===== src/spi_frame_pkg.sv =====
// Frame-level definitions shared by every block of the SPI link.
// Import inside a module body, or use scoped names in port lists.
package spi_frame_pkg;

	// bits per frame, MSB goes first on the wire
	localparam int frame_width = 8;

	// one frame of payload
	typedef logic [frame_width-1:0] spi_word_t;

	// counts sampled bits, must reach frame_width
	typedef logic [3:0] bit_cnt_t;

	// slowest divider the slave can follow
	// the slave sees sclk through a two-flop synchronizer plus an edge
	// detect stage, so each sclk phase must last at least four sys_clk cycles
	localparam logic [15:0] CLK_DIV_MIN = 16'd3;

endpackage


===== src/spi_mode_pkg.sv =====
// SPI clock-mode types and the sample/shift rule used by master, slave and shifter.
// Leading edge is the first sclk edge away from the idle level CPOL.
package spi_mode_pkg;

	typedef logic spi_cpol_t;	// sclk idle level
	typedef logic spi_cpha_t;	// which edge samples

	// edge position inside one sclk period
	typedef enum logic {
		EDGE_LEADING  = 1'b0,	// leaves idle level
		EDGE_TRAILING = 1'b1	// returns to idle level
	} spi_edge_t;

	// CPHA 0 samples on leading and shifts on trailing
	// CPHA 1 shifts on leading and samples on trailing
	function automatic logic is_sample_edge(spi_cpha_t cpha, spi_edge_t kind);
		logic on_lead;
		on_lead = (kind == EDGE_LEADING);
		return (cpha == 1'b0) ? on_lead : !on_lead;
	endfunction

endpackage


===== src/spi_link_top.sv =====
// Point-to-point SPI link with master and slave wired back to back.
// CPOL and CPHA set the clock mode of both ends.
`timescale 1ns/1ps

module spi_link_top #(
	parameter spi_mode_pkg::spi_cpol_t CPOL = 1'b1,
	parameter spi_mode_pkg::spi_cpha_t CPHA = 1'b1
) (
	input  logic                     sys_clk,
	input  logic                     rst,
	input  logic                     cs_ctrl,	// low keeps the slave selected
	input  logic [15:0]              clk_div_val,
	input  logic                     wr_req,
	input  spi_frame_pkg::spi_word_t master_tx,
	input  spi_frame_pkg::spi_word_t slave_tx,
	output logic                     wr_ack,
	output spi_frame_pkg::spi_word_t master_rx,
	output logic                     re_ack,
	output spi_frame_pkg::spi_word_t slave_rx,
	output logic                     cs,	// brought out for idle checks
	output logic                     sclk
);

	logic mosi;
	logic miso;

	spi_master #(
		.CPOL        (CPOL),
		.CPHA        (CPHA)
	) ins_spi_master (
		.sys_clk     (sys_clk),
		.rst         (rst),
		.cs_ctrl     (cs_ctrl),
		.clk_div_val (clk_div_val),
		.wr_req      (wr_req),
		.data_tx     (master_tx),
		.miso        (miso),
		.cs          (cs),
		.sclk        (sclk),
		.mosi        (mosi),
		.wr_ack      (wr_ack),
		.data_rx     (master_rx)
	);

	spi_slave #(
		.CPOL        (CPOL),
		.CPHA        (CPHA)
	) ins_spi_slave (
		.sys_clk     (sys_clk),
		.rst         (rst),
		.cs          (cs),
		.sclk        (sclk),
		.mosi        (mosi),
		.data_tx     (slave_tx),
		.miso        (miso),
		.re_ack      (re_ack),
		.data_rx     (slave_rx)
	);

endmodule


===== src/spi_master.sv =====
// SPI master. Divides sys_clk into sclk and runs one full-duplex frame per wr_req.
// cs follows cs_ctrl one cycle late and is held low until a running frame ends.
`timescale 1ns/1ps

module spi_master #(
	parameter spi_mode_pkg::spi_cpol_t CPOL = 1'b0,
	parameter spi_mode_pkg::spi_cpha_t CPHA = 1'b0
) (
	input  logic                     sys_clk,
	input  logic                     rst,
	input  logic                     cs_ctrl,	// level, low selects the slave
	input  logic [15:0]              clk_div_val,	// sclk half period minus one
	input  logic                     wr_req,	// one-cycle pulse
	input  spi_frame_pkg::spi_word_t data_tx,
	input  logic                     miso,
	output logic                     cs,
	output logic                     sclk,
	output logic                     mosi,
	output logic                     wr_ack,	// one-cycle pulse at frame end
	output spi_frame_pkg::spi_word_t data_rx
);
	import spi_frame_pkg::*;
	import spi_mode_pkg::*;

	localparam int frame_edges = 2 * frame_width;	// 16 sclk toggles

	logic        busy;
	logic [15:0] div_q;	// clamped divider for this frame
	logic [15:0] div_cnt;
	logic [4:0]  edge_cnt;	// toggles issued
	logic        done_seen;	// shifter already reported the last sample
	logic        accept;
	logic        tick;
	logic        edges_done;
	logic        fin;
	spi_edge_t   edge_kind;
	logic        sample_edge;
	logic        shift_edge;
	logic        tx_bit;
	logic        frame_done;
	spi_word_t   rx_word;

	assign accept     = wr_req && !busy && !cs;	// ignored while busy or deselected
	assign edges_done = (edge_cnt == 5'(frame_edges));
	assign tick       = busy && !edges_done && (div_cnt == div_q);
	assign edge_kind  = edge_cnt[0] ? EDGE_TRAILING : EDGE_LEADING;	// even toggles lead
	assign sample_edge = tick && is_sample_edge(CPHA, edge_kind);
	assign shift_edge  = tick && !is_sample_edge(CPHA, edge_kind);
	assign fin        = busy && edges_done && (done_seen || frame_done);
	assign mosi       = busy ? tx_bit : 1'b0;	// quiet between frames

	always_ff @(posedge sys_clk) begin
		if (accept) begin
			div_q <= (clk_div_val < CLK_DIV_MIN) ? CLK_DIV_MIN : clk_div_val;
		end
	end

	always_ff @(posedge sys_clk) begin
		if (rst) begin
			busy      <= 1'b0;
			div_cnt   <= '0;
			edge_cnt  <= '0;
			done_seen <= 1'b0;
			sclk      <= CPOL;	// idle level
			cs        <= 1'b1;
			wr_ack    <= 1'b0;
			data_rx   <= '0;
		end else begin
			wr_ack <= 1'b0;
			cs     <= (busy || accept) ? 1'b0 : cs_ctrl;	// no release mid frame
			if (accept) begin
				busy      <= 1'b1;
				div_cnt   <= '0;
				edge_cnt  <= '0;
				done_seen <= 1'b0;
			end else if (fin) begin
				busy    <= 1'b0;
				wr_ack  <= 1'b1;
				data_rx <= rx_word;	// held until next wr_ack
			end else if (busy) begin
				if (frame_done) begin
					done_seen <= 1'b1;	// cpha 0 finishes sampling one edge early
				end
				if (tick) begin
					div_cnt  <= '0;
					edge_cnt <= edge_cnt + 1'b1;
					sclk     <= ~sclk;
				end else if (!edges_done) begin
					div_cnt <= div_cnt + 1'b1;
				end
			end
		end
	end

	spi_shifter #(
		.CPHA        (CPHA)
	) ins_spi_shifter (
		.sys_clk     (sys_clk),
		.rst         (rst),
		.load        (accept),
		.load_data   (data_tx),
		.sample_edge (sample_edge),
		.shift_edge  (shift_edge),
		.serial_in   (miso),
		.serial_out  (tx_bit),
		.rx_data     (rx_word),
		.frame_done  (frame_done)
	);

endmodule


===== src/spi_shifter.sv =====
// Frame shift engine shared by the SPI master and slave.
// Loads a word, shifts it out MSB first and samples the incoming bit stream.
`timescale 1ns/1ps

module spi_shifter #(
	parameter spi_mode_pkg::spi_cpha_t CPHA = 1'b0
) (
	input  logic                     sys_clk,
	input  logic                     rst,
	input  logic                     load,		// start of frame
	input  spi_frame_pkg::spi_word_t load_data,	// word to send
	input  logic                     sample_edge,	// capture serial_in
	input  logic                     shift_edge,	// advance serial_out
	input  logic                     serial_in,
	output logic                     serial_out,
	output spi_frame_pkg::spi_word_t rx_data,
	output logic                     frame_done	// eighth bit sampled
);
	import spi_frame_pkg::*;

	spi_word_t tx_sr;	// outgoing bits
	spi_word_t rx_sr;	// incoming bits
	bit_cnt_t  bit_cnt;	// bits sampled so far
	logic      last_bit;
	logic      shift_ok;

	assign last_bit = (bit_cnt == bit_cnt_t'(frame_width - 1));

	// with CPHA 1 the first leading edge finds the count at zero and is skipped
	// with CPHA 0 the trailing edge after the eighth sample must not move the data
	assign shift_ok = CPHA ? (bit_cnt != '0)
	                       : (bit_cnt != '0) && (bit_cnt != bit_cnt_t'(frame_width));

	assign serial_out = tx_sr[frame_width-1];	// msb first
	assign rx_data    = rx_sr;

	always_ff @(posedge sys_clk) begin
		if (load) begin
			tx_sr <= load_data;
		end else if (shift_edge && shift_ok) begin
			tx_sr <= {tx_sr[frame_width-2:0], 1'b0};
		end
		if (sample_edge) begin
			rx_sr <= {rx_sr[frame_width-2:0], serial_in};	// fill from lsb
		end
	end

	always_ff @(posedge sys_clk) begin
		if (rst) begin
			bit_cnt    <= '0;
			frame_done <= 1'b0;
		end else begin
			frame_done <= 1'b0;
			if (load) begin
				bit_cnt <= '0;
			end else if (sample_edge && (bit_cnt != bit_cnt_t'(frame_width))) begin
				bit_cnt    <= bit_cnt + 1'b1;
				frame_done <= last_bit;	// rx_sr is full next cycle
			end
		end
	end

endmodule


===== src/spi_slave.sv =====
// SPI slave running on sys_clk. Bus pins pass through two-flop synchronizers
// and sclk edges are found from the synchronized level.
// The reply word is taken from data_tx at cs fall and after every frame.
`timescale 1ns/1ps

module spi_slave #(
	parameter spi_mode_pkg::spi_cpol_t CPOL = 1'b0,
	parameter spi_mode_pkg::spi_cpha_t CPHA = 1'b0
) (
	input  logic                     sys_clk,
	input  logic                     rst,
	input  logic                     cs,
	input  logic                     sclk,
	input  logic                     mosi,
	input  spi_frame_pkg::spi_word_t data_tx,	// next reply
	output logic                     miso,
	output logic                     re_ack,	// one-cycle pulse per frame
	output spi_frame_pkg::spi_word_t data_rx
);
	import spi_frame_pkg::*;
	import spi_mode_pkg::*;

	logic [2:0] sync1;	// {cs, sclk, mosi} first stage
	logic [2:0] sync2;	// second stage, safe to use
	logic [1:0] hist;	// {cs, sclk} one cycle older
	logic       cs_s;
	logic       sclk_s;
	logic       mosi_s;
	logic       cs_fall;
	logic       sclk_rise;
	logic       sclk_fall;
	logic       lead;
	logic       trail;
	logic       sample_edge;
	logic       shift_edge;
	logic       load;
	logic       tx_bit;
	logic       frame_done;
	spi_word_t  rx_word;

	assign {cs_s, sclk_s, mosi_s} = sync2;

	assign cs_fall   = hist[1] && !cs_s;
	assign sclk_rise = sclk_s && !hist[0];
	assign sclk_fall = !sclk_s && hist[0];

	// idle high means the frame opens on a falling edge
	assign lead  = !cs_s && (CPOL ? sclk_fall : sclk_rise);
	assign trail = !cs_s && (CPOL ? sclk_rise : sclk_fall);

	assign sample_edge = (lead && is_sample_edge(CPHA, EDGE_LEADING)) ||
	                     (trail && is_sample_edge(CPHA, EDGE_TRAILING));
	assign shift_edge  = (lead || trail) && !sample_edge;

	assign load = cs_fall || frame_done;	// reply ready before next frame
	assign miso = cs_s ? 1'b0 : tx_bit;	// driven low when deselected

	always_ff @(posedge sys_clk) begin
		if (rst) begin
			sync1 <= {1'b1, CPOL, 1'b0};	// bus idle levels
			sync2 <= {1'b1, CPOL, 1'b0};
			hist  <= {1'b1, CPOL};
		end else begin
			sync1 <= {cs, sclk, mosi};
			sync2 <= sync1;
			hist  <= sync2[2:1];
		end
	end

	always_ff @(posedge sys_clk) begin
		if (rst) begin
			re_ack  <= 1'b0;
			data_rx <= '0;
		end else begin
			re_ack <= frame_done;
			if (frame_done) begin
				data_rx <= rx_word;	// valid with re_ack
			end
		end
	end

	spi_shifter #(
		.CPHA        (CPHA)
	) ins_spi_shifter (
		.sys_clk     (sys_clk),
		.rst         (rst),
		.load        (load),
		.load_data   (data_tx),
		.sample_edge (sample_edge),
		.shift_edge  (shift_edge),
		.serial_in   (mosi_s),
		.serial_out  (tx_bit),
		.rx_data     (rx_word),
		.frame_done  (frame_done)
	);

endmodule


===== config.mk =====
export PLATFORM = sky130hd
export DESIGN_NAME = spi_link_top
export DESIGN_NICKNAME = d
export VERILOG_FILES = /design/src/spi_frame_pkg.sv /design/src/spi_mode_pkg.sv /design/src/spi_link_top.sv /design/src/spi_master.sv /design/src/spi_shifter.sv /design/src/spi_slave.sv
export SDC_FILE = /design/constraint.sdc
export NUM_CORES = 1
export LEC_CHECK = 0
export BUFFER_PORTS_ARGS = -buffer_cell sky130_fd_sc_hd__buf_2
export CORE_MARGIN = 2
export CORE_UTILIZATION = 30
export DETAILED_ROUTE_END_ITERATION = 12
export PLACE_DENSITY = 0.46
export SYNTH_ARGS = -nofsm -noshare
export SYNTH_HDL_FRONTEND = slang
export SYNTH_HIERARCHICAL = 1
export SYNTH_SLANG_ARGS = --single-unit

===== constraint.sdc =====
create_clock -name sys_clk -period 4 [get_ports sys_clk]
set_input_delay 0.2 -clock sys_clk [delete_from_list [all_inputs] [get_ports sys_clk]]
set_output_delay 0.2 -clock sys_clk [all_outputs]
set_load 0.05 [all_outputs]

After elaboration in Yosys (flattened, before gate mapping)

Cells that the tools add are included.

Bits in registers: 109
Input bits: 36

Magnitude comparators: 1
Reductions and logical operators: 44
Bitwise gates (word level): 7
Mux-type cells: 11
Equality and inequality tests: 7
Add/sub/neg operators: 4

Operator list:

| cell                  | number |
|---|---|
| $mux 16               | 2 |
| $mux 8                | 4 |
| $logic_and 1x1->1     | 18 |
| $add 16x1->16 const B | 1 |
| $eq 16x16->1          | 1 |
| $lt 16x2->1 const B   | 1 |
| $reduce_and 3->1      | 3 |
| $add 4x1->4 const B   | 2 |
| $eq 4x3->1 const B    | 2 |
| $ne 4x4->1 const B    | 2 |
| $reduce_bool 4->1     | 2 |
| $logic_not 1->1       | 7 |
| $not 1->1             | 7 |
| $reduce_bool 2->1     | 3 |
| $reduce_or 2->1       | 3 |
| $reduce_or 3->1       | 2 |
| $add 5x1->5 const B   | 1 |
| $eq 5x5->1 const B    | 1 |
| $mux 1                | 5 |
| $logic_or 1x1->1      | 4 |
| $reduce_and 4->1      | 1 |
| $ne 2x1->1 const B    | 1 |
| $reduce_and 2->1      | 1 |

Depth between registers and ports, before layout

Word-level depth: 8
Depth in mapped cells: 11
Mapped depth without buffers: 9

Modules after synthesis

The synthesis kept the hierarchy.

Modules (own cells, without submodules):

| module      | area an instance (um^2) | cells each | times used |
|---|---|---|---|
| spi_master  | 2254.7                  | 228        | 1 |
| spi_shifter | 837.1                   | 55         | 2 |
| spi_slave   | 569.3                   | 49         | 1 |

Worst setup path after synthesis

OpenSTA, ideal clock, no wires.

Path type: register to register
Start point: register ins_spi_master.cs
End point: register ins_spi_master.ins_spi_shifter.tx_sr[1] (data pin)
Data required time: 3.738 ns
Stages on the path, launching flop included: 4
Buffers on the path: 1
Path slack: 0.850 ns
Arrival: 2.888 ns
Cells stage by stage: dfxtp_1 > nor3b_1 > buf_4 > mux2_1

Longest elaborated chain between the ends: 3

Ends and longest elaborated chain:

| element                   | line              | text |
|---|---|---|
| start: declaration        | spi_master.sv:16  | `output logic cs,` |
| start signal: assignment  | spi_master.sv:70  | `cs <= (busy \|\| accept) ? 1'b0 : cs_ctrl;` |
| $logic_not 1->1           | spi_master.sv:43  | `assign accept = wr_req && !busy && !cs;` |
| $logic_and 1x1->1         | spi_master.sv:43  |  |
| net ins_spi_master.accept | spi_master.sv:32  | `logic accept;` |
| $mux 8                    | spi_shifter.sv:38 | `if (load) begin` |
| end signal: assignment    | spi_shifter.sv:39 | `tx_sr <= load_data;` |
| end signal: assignment    | spi_shifter.sv:41 | `tx_sr <= {tx_sr[frame_width-2:0], 1'b0};` |
| end: declaration          | spi_shifter.sv:21 | `spi_word_t tx_sr;` |

The timed path passes the listed nets, and every way through them passes these cells.
A chain may end at the register's enable or synchronous reset.

Worst setup path in the final report

Start point: register ins_spi_master.edge_cnt[0]
End point: register ins_spi_master.ins_spi_shifter.bit_cnt[3]

Longest elaborated chain between the ends: 6
Elaborated cells between the ends (all ways): 7

Ends and longest elaborated chain:

| element                        | line              | text |
|---|---|---|
| start: declaration             | spi_master.sv:30  | `logic [4:0] edge_cnt;` |
| start signal: assignment       | spi_master.sv:86  | `edge_cnt <= edge_cnt + 1'b1;` |
| $eq 5x5->1                     | spi_master.sv:44  | `assign edges_done = (edge_cnt == 5'(frame_edges));` |
| $logic_not 1->1                | spi_master.sv:45  | `assign tick = busy && !edges_done && (div_cnt == div_q);` |
| $logic_and 1x1->1 (2 in a row) | spi_master.sv:45  |  |
| $logic_and 1x1->1 (*)          | spi_master.sv:47  | `assign sample_edge = tick && is_sample_edge(CPHA, edge_kind);` |
| net ins_spi_master.sample_edge | spi_master.sv:37  | `logic sample_edge;` |
| $logic_and 1x1->1 (*)          | spi_shifter.sv:56 | `end else if (sample_edge && (bit_cnt != bit_cnt_t'(frame_width))) begin` |
| end signal: assignment         | spi_shifter.sv:57 | `bit_cnt <= bit_cnt + 1'b1;` |
| end: declaration               | spi_shifter.sv:23 | `bit_cnt_t bit_cnt;` |

The timed path passes the listed nets; every way through them passes the cells marked *.

==> metrics.md <==
| Metric | Value |
|---|---|
| Buffer and inverter count on the worst path | 1 |
| Num CTS Buffers | 9 |
| Sequential fraction of the synthesis area | 59.2% |
| Vias | 2810 |
| RSZ-0062 raised after global routing | no |
| ANT nets after route | 0 |
| Hold_sp | clk_div_val[13] |
| Clock Latency Late Sink | 0.35 ns |
| CP max FO | 14 |
| Core Area | 0.0146 mm^2 |
| DIE AREA | 0.0160 mm^2 |
| Longest Clk Path Bufs | 2 |
| Final Max Tran Viols | 0 |
| Via count of the first global-routing pass | 2684 |
| Starting DRT DRC Count | 210 |
| Fmax | 353 MHz |
| Pin count of the biggest net entering global routing | 39 |
| Average size of a mapped cell | 11.6 um^2 |
| Clk sinks | 109 |
| Root Buffer | clkbuf_16 |
| # rows | 44 |
| Die width | 126 um |
| R2R setup slack | 1.17 ns |
| First-pass GRT wire length | 13700 um |
| Worst reg2reg path depth | 9 |
| Antenna violations before repair | 0 |
| CP max stage delay | 0.89 ns |
| Final setup vio count | 0 |
| Drt pass-1 iters | 4 |
| Slowest CP cell | nor3_2 |
| WL final | 8110 um |
| Clock share of power | 42.1% |
| Fin Setup TNS | 0 ns |
| GPL Wtd Cong | 0.783 |
| PortBufs | 55 |
| Status | finished clean |
| Skew final | 0.00827 ns |
| Sequential power share | 54.5% |
| Total gr overflow | 0 |
| Synth Warn # | 6 |
| I/O pins | 56 |
| Leak | 0.00191 uW |
| Hold Path End | ins_spi_master/div_q[13] |
| Setup Crit Path Kind | flip-flop to flip-flop |
| Most frequent cells in the layout | dfxtp_1, buf_2, edfxtp_1 |
| Clock transition at the registers of the reported paths | 0.07 ns |
| CTS tree | built |
| Comb power frac | 3.5% |
| N_diodes | 0 |
| Main area contributors after synthesis | edfxtp_1, dfxtp_1, xor2_1 |
| Cell Area, Synth | 0.00450 mm^2 |
| Top-area cell type share of the netlist area | 32.0% |
| Hold Crit Depth | 1 |
| Cells after Synth | 387 |
| Postcts setup bufs | 0 |
| Worst R2R Start | ins_spi_master/edge_cnt[0] |
| Placed cells | 603 |
| Commonest non-fill, non-tap cell in the layout | dfxtp_1 |
| Worst-Margin Slew | 0.999 ns |
| Arrival time at the worst endpoint | 3.10 ns |
| Delay-heaviest family, CP | simple AND/OR/NAND/NOR gates |
| Fin cells | 619 |
| Starting Density | 30.8% |
| Setup crit start kind | flip-flop |
| Critical Path End Type | flip-flop |
| CTS resizes | 0 |
| #FFs+latches synth | 109 |
| Vert. Die Dim | 126 um |
| Tmin final | 2.83 ns |
| R2R Path End | ins_spi_master/ins_spi_shifter/bit_cnt[3] |
| GRT Util Overall | 10.8% |
| Synthesized Nets | 430 |
| Rel. slew slack | 33.0% |
| Max cap viols | 0 |
| Cell variety after synth | 46 |
| Post-route DRC | 0 |
| Vias per cell | 4.54 |
| Post-CTS Hold Fix Bufs | 0 |
| Design internal power | 1730 uW |
| Share of cells above drive strength 1 | 21.4% |
| Worst Path Required | 4.27 ns |
| Critical Path, Cell by Cell | inv_1, ha_1, nand4bb_2, and2_1, nand4_2, nor3_2, nand4_1, xor2_1, nor3_1 |
| PD cells | 418 mW/mm^2 |
| DR WL/cell | 13.1 um |
| Final worst-path cycle share | 70.8% |
| Layout area overhead | 15.8% |
| Peak supply drop | 0.221 mV |
| Fillers | 1436 |
| Post-layout worst setup margin | 1.17 ns |
| Switching share of power | 20.3% |
| Cell taking the most area after synthesis | edfxtp_1 |
| Hold Crit Class | input pin to flip-flop |
| H-tree depth | 3 |
| Net Sw Power | 442 uW |
| Final nets | 473 |
| Pre-CTS WS | 1.18 ns |
| Final Hold Viols | 0 |
| Post-DP HPWL | 5630 um |
==> per-stage QoR <==
stage | util, % | power, uW | hold WS, ns | area, um^2
2_1_floorplan | - | 1260 | 0.277 | 4500
3_3_place_gp | 33.6 | 1290 | 0.394 | 4900
3_5_place_dp | 33.6 | 1290 | 0.390 | 4900
4_1_cts | 35.7 | 2210 | 0.0191 | 5210
5_1_grt | 35.7 | 2270 | 0.0202 | 5210
6_report | 35.7 | 2180 | 0.0379 | 5210
==> layer usage <==
| metal | global-route usage [%] | part of all wire (%) |
|---|---|---|
| met4 | 4.59 | 2.2 |
| met5 | 0 | 0 |
| met1 | 14.6 | 51 |
| met3 | 3.71 | 4.7 |
| met2 | 15.7 | 42 |
==> registers in the layout, indices dropped and copies added (netlist names), 2 cells and up <==
name                                    flops
ins_spi_slave/ins_spi_shifter/tx_sr         8
ins_spi_master/ins_spi_shifter/rx_data      8
ins_spi_slave/sync2                         3
ins_spi_master/data_rx                      8
ins_spi_master/ins_spi_shifter/bit_cnt      4
ins_spi_master/ins_spi_shifter/tx_sr        8
ins_spi_master/div_q                       16
ins_spi_slave/data_rx                       8
ins_spi_master/edge_cnt                     5
ins_spi_master/div_cnt                     16
ins_spi_slave/ins_spi_shifter/rx_data       8
ins_spi_slave/hist                          2
ins_spi_slave/sync1                         3
ins_spi_slave/ins_spi_shifter/bit_cnt       4
==> power groups by stage <==
stage / Combinational (uW) / Clock, uW / Sequential (uW)
floorplan: 48.8 / 0 / 1210
global placement: 75.9 / 0 / 1210
detailed placement: 77.2 / 0 / 1210
CTS: 77.5 / 950 / 1190
global route: 85.2 / 996 / 1190
finish: 75.1 / 916 / 1180
==> cell usage after synthesis (all sizes together) <==
library cell / n
a211oi: 1
a21boi: 4
a21o: 3
a21oi: 7
a31o: 1
a32oi: 2
and2: 4
and2b: 3
and3: 4
and3b: 2
and4: 2
buf: 8
clkbuf: 17
dfxtp: 61
edfxtp: 48
ha: 7
inv: 15
mux2: 14
mux2i: 16
nand2: 12
nand2b: 5
nand3: 17
nand3b: 2
nand4: 6
nand4bb: 1
nor2: 42
nor2b: 3
nor3: 7
nor3b: 3
nor4: 10
o21ai: 10
o31ai: 4
or2: 7
or3: 1
or3b: 3
or4: 3
xnor2: 7
xor2: 25
==> cell type report <==
type	count	area, um^2	share of cell area [%]
clock buffers	13	262	5.02
clock inverters	3	46.3	0.889
inverters	15	56.3	1.08
multi-input cells	238	1660	31.9
flip-flops and latches	109	2660	51.1
well taps	184	230	4.42
repair buffers	57	290	5.57
==> logic make-up (layout without fill, tap and decap cells) <==
family          Yosys count  after routing  synth area share, %
simple gates            137            137                 17.0
flops                   109            109                 59.2
buf+inv                  40             88                 4.09
compound gates           32             32                 4.48
xor+xnor                 32             32                 6.23
mux                      30             30                 7.07
fa+ha+maj                 7              7                 1.95
==> worst register-to-register path, delay by kind of cell, from the launching register on <==
| family | cells | cell delay (ns) |
|---|---|---|
| buffers and inverters | 1 | 0.09 |
| adder cells (fa/ha/maj) | 1 | 0.19 |
| XOR/XNOR | 1 | 0.18 |
| AND/OR/NAND/NOR | 6 | 1.92 |
| flip-flops | 1 | 0.37 |
==> worst max path at each step <==
stage                          startpoint                                         to  slack (ns)  cells past startpoint
2_1_floorplan           ins_spi_master/cs    ins_spi_master/ins_spi_shifter/tx_sr[1]        0.85                      3
3_3_place_gp   ins_spi_master/edge_cnt[0]  ins_spi_master/ins_spi_shifter/bit_cnt[3]        1.25                      9
3_5_place_dp   ins_spi_master/edge_cnt[0]  ins_spi_master/ins_spi_shifter/bit_cnt[3]        1.18                      9
4_1_cts        ins_spi_master/edge_cnt[0]  ins_spi_master/ins_spi_shifter/bit_cnt[3]        1.18                      9
5_1_grt        ins_spi_master/edge_cnt[1]  ins_spi_master/ins_spi_shifter/bit_cnt[3]        0.84                      9
6_report       ins_spi_master/edge_cnt[0]  ins_spi_master/ins_spi_shifter/bit_cnt[3]        1.17                      9
No activity file was read; power rests on OpenSTA's default activity.
